### src/uartPkg.sv
package uartPkg;

    // Legal range of the frame format.
    localparam int MinDataBits = 5;
    localparam int MaxDataBits = 9;
    localparam int MaxStopBits = 2;

    // One received character as it is queued for the host.
    typedef struct packed {
        logic [MaxDataBits-1:0] data;   // Zero-extended for narrow formats.
        logic                   isBreak;
        logic                   parityErr;
        logic                   framingErr;
    } rxFrame;

    typedef enum logic [2:0] {
        Idle,
        StartCheck,
        Receive,
        Check,
        BreakWait
    } rxState;

endpackage

### src/rxControl.sv
`timescale 1ns/1ns

module rxControl import uartPkg::*; (
    input  logic clk,
    input  logic rst,
    input  logic lineSync,
    input  logic sampleTick,
    input  logic lastBit,
    input  logic frameBreak,
    output logic timerStart,
    output logic timerRun,
    output logic shiftEn,
    output logic checkNow
);

    rxState state;
    rxState nextState;

    always_ff @(posedge clk or posedge rst) begin
        if (rst) begin
            state <= Idle;
        end else begin
            state <= nextState;
        end
    end

    always_comb begin
        nextState = state;
        unique case (state)
            Idle: begin
                if (!lineSync) begin
                    nextState = StartCheck;   // Falling edge of the start bit.
                end
            end
            StartCheck: begin
                if (sampleTick) begin
                    // A start bit that is high again by mid-bit was a glitch.
                    nextState = lineSync ? Idle : Receive;
                end
            end
            Receive: begin
                if (sampleTick && lastBit) begin
                    nextState = Check;
                end
            end
            Check: begin
                nextState = frameBreak ? BreakWait : Idle;
            end
            BreakWait: begin
                if (lineSync) begin
                    nextState = Idle;         // One break gives one record.
                end
            end
            default: begin
                nextState = Idle;
            end
        endcase
    end

    assign timerStart = (state == Idle) && !lineSync;
    assign timerRun   = (state == StartCheck) || (state == Receive);
    assign shiftEn    = sampleTick && (state == Receive);
    assign checkNow   = (state == Check);

    // The first data sample is a full bit after the start sample, so every
    // shift falls well inside Receive and never on its entry cycle.
    assert property (@(posedge clk) disable iff (rst)
        shiftEn |-> $past(state) == Receive);

endmodule

### src/bitTimer.sv
`timescale 1ns/1ns

module bitTimer #(
    parameter int ClockDivider = 8,
    parameter int TotalBits    = 11
) (
    input  logic clk,
    input  logic rst,
    input  logic timerStart,
    input  logic timerRun,
    output logic sampleTick,
    output logic lastBit
);

    localparam int CountWidth = $clog2(ClockDivider);
    localparam int IndexWidth = $clog2(TotalBits);
    localparam logic [CountWidth-1:0] HalfLoad = CountWidth'(ClockDivider / 2 - 1);
    localparam logic [CountWidth-1:0] FullLoad = CountWidth'(ClockDivider - 1);

    logic [CountWidth-1:0] count;
    logic [IndexWidth-1:0] bitIndex;

    // Counts down; parked at a full period while the timer is idle.
    always_ff @(posedge clk or posedge rst) begin
        if (rst) begin
            count <= FullLoad;
        end else if (timerStart) begin
            count <= HalfLoad;              // First tick lands mid start bit.
        end else if (!timerRun || sampleTick) begin
            count <= FullLoad;
        end else begin
            count <= count - 1'b1;
        end
    end

    always_ff @(posedge clk or posedge rst) begin
        if (rst) begin
            bitIndex <= '0;
        end else if (timerStart) begin
            bitIndex <= '0;
        end else if (sampleTick) begin
            bitIndex <= bitIndex + 1'b1;
        end
    end

    assign sampleTick = (count == '0);
    assign lastBit    = (bitIndex == IndexWidth'(TotalBits - 1));

    // The tick is not gated here, so this relies on the FSM dropping timerRun.
    assert property (@(posedge clk) disable iff (rst) sampleTick |-> timerRun);

endmodule

### src/rxShiftReg.sv
`timescale 1ns/1ns

module rxShiftReg #(
    parameter int Width = 9
) (
    input  logic             clk,
    input  logic             rst,
    input  logic             shiftEn,
    input  logic             lineSync,
    output logic [Width-1:0] frameBits
);

    // Bits enter at the top, so after a full frame the first data bit sits at bit 0.
    always_ff @(posedge clk or posedge rst) begin
        if (rst) begin
            frameBits <= '1;
        end else if (shiftEn) begin
            frameBits <= {lineSync, frameBits[Width-1:1]};
        end
    end

endmodule

### src/frameCheck.sv
`timescale 1ns/1ns

module frameCheck import uartPkg::*; #(
    parameter int DataBits   = 8,
    parameter int StopBits   = 1,
    parameter int ParityBits = 0
) (
    input  logic                                    clk,
    input  logic                                    rst,
    input  logic [DataBits+ParityBits+StopBits-1:0] frameBits,
    input  logic                                    checkNow,
    output logic                                    frameBreak,
    output rxFrame                                  newFrame,
    output logic                                    frameWrite
);

    localparam int Width = DataBits + ParityBits + StopBits;

    logic [DataBits-1:0] dataField;
    logic [StopBits-1:0] stopField;
    logic                parityBad;
    rxFrame              record;

    assign dataField  = frameBits[DataBits-1:0];
    assign stopField  = frameBits[Width-1 -: StopBits];
    assign frameBreak = (frameBits == '0);
    // Even parity; the index is a stop bit when parity is off, but unused then.
    assign parityBad  = (ParityBits == 1) && ((^dataField) != frameBits[DataBits]);

    always_comb begin
        record.data       = MaxDataBits'(dataField);
        record.isBreak    = frameBreak;
        record.parityErr  = !frameBreak && parityBad;
        record.framingErr = !frameBreak && !(&stopField);
    end

    always_ff @(posedge clk or posedge rst) begin
        if (rst) begin
            frameWrite <= 1'b0;
        end else begin
            frameWrite <= checkNow;
        end
    end

    always_ff @(posedge clk) begin
        if (checkNow) begin
            newFrame <= record;
        end
    end

endmodule

### src/rxFifo.sv
`timescale 1ns/1ns

module rxFifo import uartPkg::*; #(
    parameter int Depth = 4
) (
    input  logic   clk,
    input  logic   rst,
    input  logic   frameWrite,
    input  rxFrame newFrame,
    input  logic   pop,
    output rxFrame frameOut,
    output logic   frameValid,
    output logic   overflow
);

    localparam int PtrWidth   = (Depth > 1) ? $clog2(Depth) : 1;
    localparam int CountWidth = $clog2(Depth + 1);
    localparam logic [PtrWidth-1:0] LastPtr = PtrWidth'(Depth - 1);

    rxFrame                mem [Depth];
    logic [PtrWidth-1:0]   wrPtr;
    logic [PtrWidth-1:0]   rdPtr;
    logic [CountWidth-1:0] count;
    logic                  full;
    logic                  doWrite;
    logic                  doRead;

    assign full       = (count == CountWidth'(Depth));
    assign frameValid = (count != '0);
    assign doWrite    = frameWrite && !full;   // A full queue drops the record.
    assign doRead     = pop && frameValid;
    assign frameOut   = mem[rdPtr];

    always_ff @(posedge clk) begin
        if (doWrite) begin
            mem[wrPtr] <= newFrame;
        end
    end

    always_ff @(posedge clk or posedge rst) begin
        if (rst) begin
            wrPtr    <= '0;
            rdPtr    <= '0;
            count    <= '0;
            overflow <= 1'b0;
        end else begin
            if (doWrite) begin
                wrPtr <= (wrPtr == LastPtr) ? '0 : wrPtr + 1'b1;
            end
            if (doRead) begin
                rdPtr <= (rdPtr == LastPtr) ? '0 : rdPtr + 1'b1;
            end
            case ({doWrite, doRead})
                2'b10:   count <= count + 1'b1;
                2'b01:   count <= count - 1'b1;
                default: count <= count;
            endcase
            if (frameWrite && full) begin
                overflow <= 1'b1;                  // Sticky until reset.
            end
        end
    end

    assert property (@(posedge clk) disable iff (rst) count <= CountWidth'(Depth));

endmodule

### src/uartRx.sv
`timescale 1ns/1ns

module uartRx import uartPkg::*; #(
    parameter int ClockDivider = 8,
    parameter int DataBits     = 8,
    parameter int StopBits     = 1,
    parameter int ParityBits   = 0,
    parameter int FifoDepth    = 4
) (
    input  logic   clk,
    input  logic   rst,
    input  logic   rxLine,
    input  logic   pop,
    output rxFrame frameOut,
    output logic   frameValid,
    output logic   overflow
);

    localparam int FrameWidth = DataBits + ParityBits + StopBits;
    localparam int TotalBits  = 1 + FrameWidth;          // Start bit included.

    logic                  lineMeta;
    logic                  lineSync;
    logic                  timerStart;
    logic                  timerRun;
    logic                  sampleTick;
    logic                  lastBit;
    logic                  shiftEn;
    logic                  checkNow;
    logic                  frameBreak;
    logic                  frameWrite;
    logic [FrameWidth-1:0] frameBits;
    rxFrame                newFrame;

    initial begin
        if (ClockDivider < 2)
            $error("ClockDivider must be at least 2");
        if (DataBits < MinDataBits || DataBits > MaxDataBits)
            $error("DataBits must be in [%0d,%0d]", MinDataBits, MaxDataBits);
        if (StopBits < 1 || StopBits > MaxStopBits)
            $error("StopBits must be 1 or %0d", MaxStopBits);
        if (ParityBits < 0 || ParityBits > 1)
            $error("ParityBits must be 0 or 1");
        if (FifoDepth < 1)
            $error("FifoDepth must be at least 1");
    end

    // Two-flop synchronizer, idle level is high.
    always_ff @(posedge clk or posedge rst) begin
        if (rst) begin
            lineMeta <= 1'b1;
            lineSync <= 1'b1;
        end else begin
            lineMeta <= rxLine;
            lineSync <= lineMeta;
        end
    end

    rxControl iControl (
        .clk(clk), .rst(rst), .lineSync(lineSync), .sampleTick(sampleTick),
        .lastBit(lastBit), .frameBreak(frameBreak), .timerStart(timerStart),
        .timerRun(timerRun), .shiftEn(shiftEn), .checkNow(checkNow)
    );

    bitTimer #(.ClockDivider(ClockDivider), .TotalBits(TotalBits)) iTimer (
        .clk(clk), .rst(rst), .timerStart(timerStart), .timerRun(timerRun),
        .sampleTick(sampleTick), .lastBit(lastBit)
    );

    rxShiftReg #(.Width(FrameWidth)) iShift (
        .clk(clk), .rst(rst), .shiftEn(shiftEn), .lineSync(lineSync),
        .frameBits(frameBits)
    );

    frameCheck #(.DataBits(DataBits), .StopBits(StopBits), .ParityBits(ParityBits)) iCheck (
        .clk(clk), .rst(rst), .frameBits(frameBits), .checkNow(checkNow),
        .frameBreak(frameBreak), .newFrame(newFrame), .frameWrite(frameWrite)
    );

    rxFifo #(.Depth(FifoDepth)) iFifo (
        .clk(clk), .rst(rst), .frameWrite(frameWrite), .newFrame(newFrame), .pop(pop),
        .frameOut(frameOut), .frameValid(frameValid), .overflow(overflow)
    );

endmodule

### config.mk
export PLATFORM = sky130hd
export DESIGN_NAME = uartRx
export DESIGN_NICKNAME = d
export VERILOG_FILES = /design/src/uartPkg.sv /design/src/rxControl.sv /design/src/bitTimer.sv /design/src/rxShiftReg.sv /design/src/frameCheck.sv /design/src/rxFifo.sv /design/src/uartRx.sv
export SDC_FILE = /design/constraint.sdc
export NUM_CORES = 1
export LEC_CHECK = 0
export ABC_AREA = 1
export BUFFER_PORTS_ARGS = -buffer_cell sky130_fd_sc_hd__buf_2
export CELL_PAD_IN_SITES_DETAIL_PLACEMENT = 2
export CELL_PAD_IN_SITES_GLOBAL_PLACEMENT = 2
export CORE_ASPECT_RATIO = 1.25
export CORE_MARGIN = 2
export CORE_UTILIZATION = 35
export CTS_CLUSTER_SIZE = 28
export DETAILED_ROUTE_END_ITERATION = 12
export PLACE_DENSITY_LB_ADDON = 0.1
export REMOVE_ABC_BUFFERS = 1
export SYNTH_ARGS = -nofsm -noshare
export SYNTH_HDL_FRONTEND = slang
export SYNTH_SLANG_ARGS = --single-unit
### constraint.sdc
create_clock -name clk -period 1.9 [get_ports clk]
set_input_delay 0.38 -clock clk [delete_from_list [all_inputs] [get_ports clk]]
set_output_delay 0.38 -clock clk [all_outputs]
set_load 0.01 [all_outputs]
==> impl_metrics.ini, run 1 <==
[run_status]
status = complete, no violations

[die]
fp.dieH_um = 113
design.core.area_mm2 = 0.00917
dieArea_mm2 = 0.0103
rows = 39
start_util = 0.363
ios = 18
fp.dieW_um = 91.2

[global_route]
grt_pass1_vias = 2456
grt.overflow.total = 0
grt_pass1_wl_um = 12500
antenna_found_initial = 0
grt_usage = 0.163
grt_max_degree = 31

[detailed_routing]
routedWlPerCell_um = 17.6
first_pass_iters = 4
num_vias = 2153
vias_per_cell = 4.84
route.detailed.drc = 0
drt_first_iter_violations = 46
wl_um = 7850
antenna_left = 0

[yosys]
yosys.cell_types.count = 29
synth-seq-cells = 80
synth_warnings = 0
synthCells = 277
avgSynthCellArea_um2 = 12.0
ys_seq_area_frac = 0.682
synthesis.area_mm2 = 0.00333

[clocking]
clk_latency_ns = 0.33
hold_buffers = 0
cts_buffer_depth = 2
clock_sinks = 80
root_buffer = clkbuf_16
htree_levels = 3
cts.clk_slew.worst_paths_ns = 0.06
cts_tree = built
cts_buffers = 9

[critical_path]
critPathLaunch = iFifo.rdPtr[0]
endpoint_kind = primary output
r2r_cells = 9
rr_endpoint = iFifo.mem[2][7]
r2r_slack_ns = 0.08
r2r_start = iFifo.count[2]
critPathRequiredTime_ns = 1.52
crit_path_max_fanout = 5
crit_type = reg -> out
cp-start-kind = flop
arrival_ns = 1.47

[timing]
final_hold_viol_count = 0
final.period_utilization = 0.975
drv_slew = 0
finalClockSkew_ns = 0.00602
min_period_ns = 1.85
rsz0062_at_grt = no
setup-violations-final = 0
fmax_mhz = 540
whs_ns = 0.129

[placed_design]
hpwl_um = 5280
postPlaceCellArea_mm2 = 0.00358
portBuffers = 15
gp_congestion = 0.691

[power]
p_leak_nw = 1.63
ir_drop_v = 0.000462
powerDensity_mw_per_mm2 = 1550

[final_layout]
drive_gt1_frac = 0.280
final_cell_mix = 50 x edfxtp_1, 37 x nor2_1, 31 x nand2_1
n_antenna_cell = 0
final_util = 0.444
synthToLayoutAreaGrowth_pct = 22.3
num-nets-final = 332
design_area_mm2 = 0.00407
layout_commonest_cell = edfxtp_1

[min_path]
hp-class = in -> async

[run]
drv_cap = 0
-- worst max-delay path by stage --
| stage | endpoint | depth (start not counted) | slack [ns] |
|---|---|---|---|
| after global routing | iFifo.mem[1][8] | 9 | 0.0008 |
| after CTS | iFifo.count[2] | 9 | 0.002 |
| after floorplan | iFifo.count[2] | 9 | 0.05 |
| final | frameOut[0] | 5 | 0.05 |
| after global placement | iFifo.count[2] | 9 | 0.13 |
| after detailed placement | iFifo.count[2] | 9 | -0.06 |
-- per-stage QoR --
step                      total power [mW]  std cells  setup WS [ns]  setup TNS, ns
after detailed placement              4.15        418        -0.0600        -0.0600
after global placement                4.00        418          0.127              0
after floorplan                       3.42        268         0.0535              0
final                                 6.30        445         0.0466              0
after global routing                  6.72        445       0.000790              0
after CTS                             6.15        438        0.00159              0
-- state kept, by name, summed over array words and instances (netlist names) --
name / count
iFifo.rdPtr: 2
iTimer.bitIndex: 4
iCheck.frameWrite: 1
iFifo.mem: 40
lineMeta: 1
iCheck.newFrame: 10
lineSync: 1
iFifo.wrPtr: 2
iShift.frameBits: 9
iControl.state: 3
iFifo.count: 3
iTimer.count: 3
iFifo.overflow: 1
-- final cells by class --
class | count | area (µm²)
clock buffers | 13 | 260
well taps | 123 | 154
flip-flops and latches | 80 | 2270
multi-input cells | 155 | 882
fillers | 968 | 5100
inverters | 33 | 135
repair inverters | 1 | 5.00
repair buffers | 37 | 299
clock inverters | 3 | 65.1
-- where the power goes --
| group | internal [mW] | leakage [nW] | total [mW] | switching, mW |
|---|---|---|---|---|
| clock network | 1.22 | 0.160 | 1.86 | 0.639 |
| logic | 0.836 | 0.669 | 2.00 | 1.17 |
| registers | 2.21 | 0.800 | 2.44 | 0.231 |
-- layer usage --
metal  vias up  track usage  share of wire
met4         0       0.0576          0.013
met3         9       0.0453          0.019
li1       1015            -              -
met2        16        0.323           0.59
met5         -            0              0
met1      1113        0.158           0.38
-- worst max-delay path, cell delays in order, from the launching register on --
cell and delay, ns:
dfrtp_2 0.45, inv_4 0.12, clkbuf_16 0.15, nor2_1 0.04
o22ai_1 0.20, buf_2 0.18
-- kinds of logic (layout without fill, tap and decap cells) --
kind of cell	Yosys count	count (layout)	synth area share
AOI/OAI and AO/OA	54	54	0.0947
xor gates and xnor gates	3	3	0.00789
adders and majority gates	11	11	0.0436
buffers and inverters	43	87	0.0594
DFF	80	80	0.682
other	1	2	0.00113
and+or+nand+nor	85	85	0.112
-- cell usage after synthesis, drive strengths merged --
master	n	area [µm²]
edfxtp	50	1500
o22ai	10	62.6
and2	1	6.26
conb	1	3.75
nand2	34	151
nor2	38	150
a21oi	9	52.6
o21ai	34	193
clkbuf	6	22.5
dfstp	14	368
xor2	1	8.76
dfrtp	16	400
buf	4	46.3
inv	33	129
ha	10	125
nand4	3	18.8
nor3	1	5.00
nand3	8	40.0
o21bai	1	7.51
xnor2	2	17.5
fa	1	20.0
-- repair_timing --
item	4_1_cts	5_1_grt
gates cloned	0	3
setup buffers	4	4
gates resized for setup	11	14
hold endpoints to repair	0	0
pin swaps	1	4
setup endpoints to repair	9	48
Note: power is estimated with default switching activity, not from simulation.
==> run 2: changes to the inputs <==
- ABC_AREA: 1 -> unset
==> run 2 against run 1 <==
  * Final cell count fell by 18%
  * Clock power fell by 9%
  * Total power fell by 18%
  * Design area fell by 1.5%
==> impl_metrics.ini, run 2 <==
[final_layout]
drive_gt1_frac = 0.419
seq_area_mm2 = 0.00227
final_cells = 364
num-nets-final = 251
reg.largest.list = iFifo.mem: 40 flops, iCheck.newFrame: 10 flops, iShift.frameBits: 9 flops
largest-register = iFifo.mem
synthToLayoutAreaGrowth_pct = 22.0
n_antenna_cell = 0
multiInputGateArea_um2 = 961
layout_commonest_cell = edfxtp_1
final_util = 0.439
nFillCells = 882
largest_reg_flops = 40
final_cell_mix = 50 x edfxtp_1, 18 x buf_4, 14 x dfrtp_1, 14 x dfstp_2

[detailed_routing]
routedWlPerCell_um = 16.9
route.detailed.drc = 0
num_vias = 1707
antenna_left = 0
vias_per_cell = 4.69
first_pass_iters = 4
wl_um = 6140
drt_first_iter_violations = 66

[clocking]
cts.clk_slew.worst_paths_ns = 0.05
htree_levels = 3
clk_latency_ns = 0.32
hold_buffers = 0
cts_buffer_depth = 2
root_buffer = clkbuf_16
cts_buffers = 9
cts_tree = built
clock_sinks = 80

[yosys]
synth_warnings = 0
synth_most_common_cell = edfxtp_1
yosys.cell_types.count = 41
synth_flop_cell = edfxtp_1
ys_seq_area_frac = 0.690
synthCells = 198
synth_area_leader_cell = edfxtp_1
synth_common_cells = 50 x edfxtp_1, 16 x dfrtp_1, 14 x dfstp_2, 13 x inv_1, 13 x nor2_1
synth-seq-cells = 80
ys_async_sr_fraction = 0.375
ys_top_cells_by_area = edfxtp_1 46%, dfrtp_1 12%, dfstp_2 11%
avgSynthCellArea_um2 = 16.6
synthDominantCellAreaShare = 0.457
synthesis.area_mm2 = 0.00329
synth_enable_flop_cells = 50

[global_route]
grt_usage = 0.132
grt_pass1_wl_um = 10200
grt.overflow.total = 0
grt_pass1_vias = 2051
grt_max_degree = 31
antenna_found_initial = 0

[critical_path]
critPathRequiredTime_ns = 1.52
cp-start-kind = flop
path_cells = buf_12, mux4_2, buf_6
r2r_slack_ns = 0.08
arrival_ns = 1.52
critPathSlowestCell = mux4_2
rr_endpoint = iFifo.count[2]
endpoint_kind = primary output
r2r_cells = 9
critPathMaxStageDelay_ns = 0.52
r2r_start = iFifo.count[2]
crit_type = reg -> out
crit_path_max_fanout = 10

[placed_design]
portBuffers = 15
dp.cells = 342
hpwl_um = 4400
post-place-ws_ns = -0.0844
gp_congestion = 0.717

[min_path]
hp-class = in -> async

[timing]
fmax_mhz = 527
final_hold_viol_count = 0
finalClockSkew_ns = 0.00423
rsz0062_at_grt = yes
setup-violations-final = 0
final.period_utilization = 0.999
min_period_ns = 1.90
drv_slew = 0
fin_ws_ns = 0.00191

[power]
p_seq_frac = 0.424
finalPower_mw = 5.19
p_comb_frac = 0.251
p_leak_nw = 1.58
ir_drop_v = 0.000491
p_switching_mw = 1.36
swShare = 0.262
power_frac_clock = 0.325
cellInternalPower_mw = 3.83
powerDensity_mw_per_mm2 = 1290

[run_status]
status = complete, no violations

[die]
dieArea_mm2 = 0.0102
ios = 18
fp.dieH_um = 112
start_util = 0.360
rows = 39
fp.dieW_um = 90.7
design.core.area_mm2 = 0.00913

[run]
drv_cap = 0
[run 2: changes by cell type after synthesis, sizes merged, moves of 3 or more]
cell    before  now
mux4         0   10
nand2       34   10
a21oi        9    3
and2         1    4
o22ai       10    0
nand3        8    1
inv         33   13
nor2        38   13
nor3         1    5
mux2         0   12
buf          4    7
o21ai       34    3
xor2         1    4
clkbuf       6    1
[run 2: power groups by stage]
stage,Sequential [mW],Clock [mW],Combinational [mW]
2_1_floorplan,2.21,0,0.672
3_3_place_gp,2.21,0,1.01
3_5_place_dp,2.24,0,1.09
4_1_cts,2.20,1.75,1.20
5_1_grt,2.23,1.81,1.43
6_report,2.20,1.69,1.30
[run 2: worst max-delay path: cells and delay by family, from the launching register on]
kind / cells / cell delay (ns)
buffers and inverters: 2 / 0.29
flip-flops: 1 / 0.38
multiplexers: 1 / 0.52
[run 2: cells by family after synthesis]
kind of cell	share of synthesized area
AOI/OAI and AO/OA	0.0304
xor gates and xnor gates	0.0160
adders and majority gates	0.0441
buffers and inverters	0.0282
DFF	0.690
muxes	0.113
other	0.00114
and+or+nand+nor	0.0772
[run 2: cell type report]
class                   count  area share
inverters                  13      0.0122
multi-input cells          98       0.240
clock inverters             4      0.0109
clock buffers              12      0.0640
repair buffers             34      0.0683
flip-flops and latches     80       0.567
well taps                 123      0.0384
[run 2: worst max-delay path by stage]
stage | from | end | slack (ns) | cells after the start
after global placement | iFifo.count[0] | iFifo.count[2] | 0.09 | 9
after floorplan | iFifo.count[0] | iFifo.count[2] | 0.005 | 9
after detailed placement | iFifo.count[0] | iFifo.count[2] | -0.08 | 9
after global routing | iFifo.rdPtr[0] | frameOut[4] | -0.07 | 3
final | iFifo.rdPtr[0] | frameOut[4] | 0.002 | 3
after CTS | iFifo.rdPtr[0] | frameOut[8] | -0.03 | 3
[run 2: timing repair]
item | CTS | global route
pin swaps | 0 | 6
gates resized for setup | 11 | 7
setup buffers | 2 | 4
endpoints found under the setup margin | 12 | 15
[run 2: routing by layer]
layer | track usage | part of all wire | vias up
li1 | - | - | 795
met1 | 0.129 | 0.38 | 892
met2 | 0.263 | 0.59 | 16
met3 | 0.0289 | 0.022 | 4
met4 | 0.0554 | 0.0072 | 0
met5 | 0 | 0 | -
[run 2: metrics by stage]
step / hold WS [ns] / instance area (µm²) / TNS [ns]
2_1_floorplan: 0.345 / 3250 / 0
3_3_place_gp: 0.348 / 3590 / 0
3_5_place_dp: 0.349 / 3590 / -0.0983
4_1_cts: 0.134 / 3940 / -0.220
5_1_grt: 0.139 / 4010 / -0.456
6_report: 0.129 / 4010 / 0
==> run 3: changes to the inputs <==
- CORE_ASPECT_RATIO: 1.25 -> 0.7
==> run 3 against run 2 <==
  * The run now ends with negative setup slack left
  * Non-clock buffer count did not move
  * Core utilization up 0.74 points
  * Final cell count increased by 0.27%
  * Combinational power up 9%
  * Clock power grew 7%
==> impl_metrics.ini, run 3 (same netlist as run 2, synthesis figures left out) <==
[timing]
fmax_mhz = 519
setup-violations-final = 10
slew_headroom = 0.659
drv_slew = 0
final_hold_viol_count = 0
worstMarginPinSlew_ns = 0.512
final.period_utilization = 1.01
fin_ws_ns = -0.0269
finalClockSkew_ns = 0.00740
rsz0062_at_grt = yes
min_period_ns = 1.93

[clocking]
clock_sinks = 80
root_buffer = clkbuf_16
htree_levels = 3
clk_latency_ns = 0.33
cts_buffer_depth = 2
cts_tree = built
cts_buffers = 9
cts.clk_slew.worst_paths_ns = 0.06

[power]
p_comb_frac = 0.261
finalPower_mw = 5.44
p_leak_nw = 1.61
p_switching_mw = 1.48
ir_drop_v = 0.000513
cellInternalPower_mw = 3.96
power_frac_clock = 0.332
powerDensity_mw_per_mm2 = 1340
p_seq_frac = 0.407
swShare = 0.272

[final_layout]
n_antenna_cell = 0
reg.largest.list = iFifo.mem: 40 flops, iCheck.newFrame: 10 flops, iShift.frameBits: 9 flops
num-nets-final = 251
nFillCells = 867
largest_reg_flops = 40
final_cells = 365
synthToLayoutAreaGrowth_pct = 23.8
drive_gt1_frac = 0.436
layout_commonest_cell = edfxtp_1
final_cell_mix = 50 x edfxtp_1, 17 x buf_4, 14 x dfstp_2
multiInputGateArea_um2 = 982
largest-register = iFifo.mem
seq_area_mm2 = 0.00227

[run_status]
status = complete, but fails checks
violations = negative setup slack

[critical_path]
crit_path_max_fanout = 5
critPathRequiredTime_ns = 1.52
arrival_ns = 1.55
cp-start-kind = flop
crit_type = reg -> out
endpoint_kind = primary output
r2r_slack_ns = 0.05

[global_route]
grt_pass1_vias = 1973
grt_max_degree = 31
grt_pass1_wl_um = 11000
antenna_found_initial = 0
grt.overflow.total = 0
grt_usage = 0.148

[die]
design.core.area_mm2 = 0.00911
rows = 29
start_util = 0.361
fp.dieW_um = 120
dieArea_mm2 = 0.0102
ios = 18
fp.dieH_um = 85.1

[placed_design]
gp_congestion = 0.765
portBuffers = 15
hpwl_um = 4730
dp.cells = 344

[detailed_routing]
antenna_left = 0
num_vias = 1739
wl_um = 7110
routedWlPerCell_um = 19.5
first_pass_iters = 4
drt_first_iter_violations = 73
route.detailed.drc = 0
vias_per_cell = 4.76

[min_path]
hp-class = in -> async

[run]
drv_cap = 0
==> run 3: per-stage QoR <==
stage                     area (µm²)  utilization  setup slack [ns]  hold WS, ns  TNS, ns
after floorplan                 3250            -           0.00516        0.345        0
after global placement          3600        0.395             0.110        0.346        0
after detailed placement        3600        0.395           -0.0417        0.349  -0.0429
after CTS                       3970        0.436           -0.0653        0.137   -0.445
after global routing            4070        0.447           -0.0851        0.140   -0.791
final                           4070        0.447           -0.0269        0.136   -0.181
==> run 3: worst paths after layout <==
| path | startpoint | end | cells after the start |
|---|---|---|---|
| min in group clk | rxLine | lineMeta | 1 |
| max | iFifo.rdPtr[0] | frameOut[3] | 3 |
| max in group asynchronous | rst | lineSync | 3 |
| max reg2reg | iFifo.count[0] | iFifo.count[2] | 9 |
| min reg2reg | lineMeta | lineSync | 0 |
| min | rst | iFifo.overflow | 3 |
==> run 3: critical path, stage by stage, from the launching register on <==
cell and delay [ns]:
dfrtp_2 0.41, clkbuf_16 0.17, mux4_2 0.50, buf_6 0.14
==> run 3: cell type report <==
cell class | instances | area share
Inverter | 13 | 0.0120
Tap cell | 124 | 0.0381
Clock buffer | 10 | 0.0563
Sequential cell | 80 | 0.559
Timing Repair Buffer | 34 | 0.0732
Multi-Input combinational cell | 98 | 0.241
Clock inverter | 6 | 0.0206
==> run 3: power by group through the flow <==
| stage | clock (mW) | combinational (mW) | sequential (mW) |
|---|---|---|---|
| detailed placement | 0 | 1.14 | 2.22 |
| floorplan | 0 | 0.672 | 2.21 |
| CTS | 1.85 | 1.24 | 2.20 |
| global route | 1.92 | 1.56 | 2.24 |
| global placement | 0 | 1.05 | 2.20 |
| finish | 1.81 | 1.42 | 2.21 |
==> run 3: per-layer routing <==
| layer | routed length [µm] | part of all wire | GRT usage | up-vias |
|---|---|---|---|---|
| met4 | 100 | 0.014 | 0.0513 | 0 |
| met3 | 240 | 0.034 | 0.0444 | 8 |
| met2 | 3690 | 0.52 | 0.246 | 29 |
| met5 | 0 | 0 | 0 | - |
| met1 | 3080 | 0.43 | 0.187 | 909 |
| li1 | - | - | - | 793 |
==> run 3: what timing repair did <==
action,CTS,global route
gates cloned,0,1
resized for setup,10,15
hold buffers,0,0
setup endpoints to repair,13,13
setup buffers,3,1
endpoints found under the hold margin,0,0
pin swaps,5,9
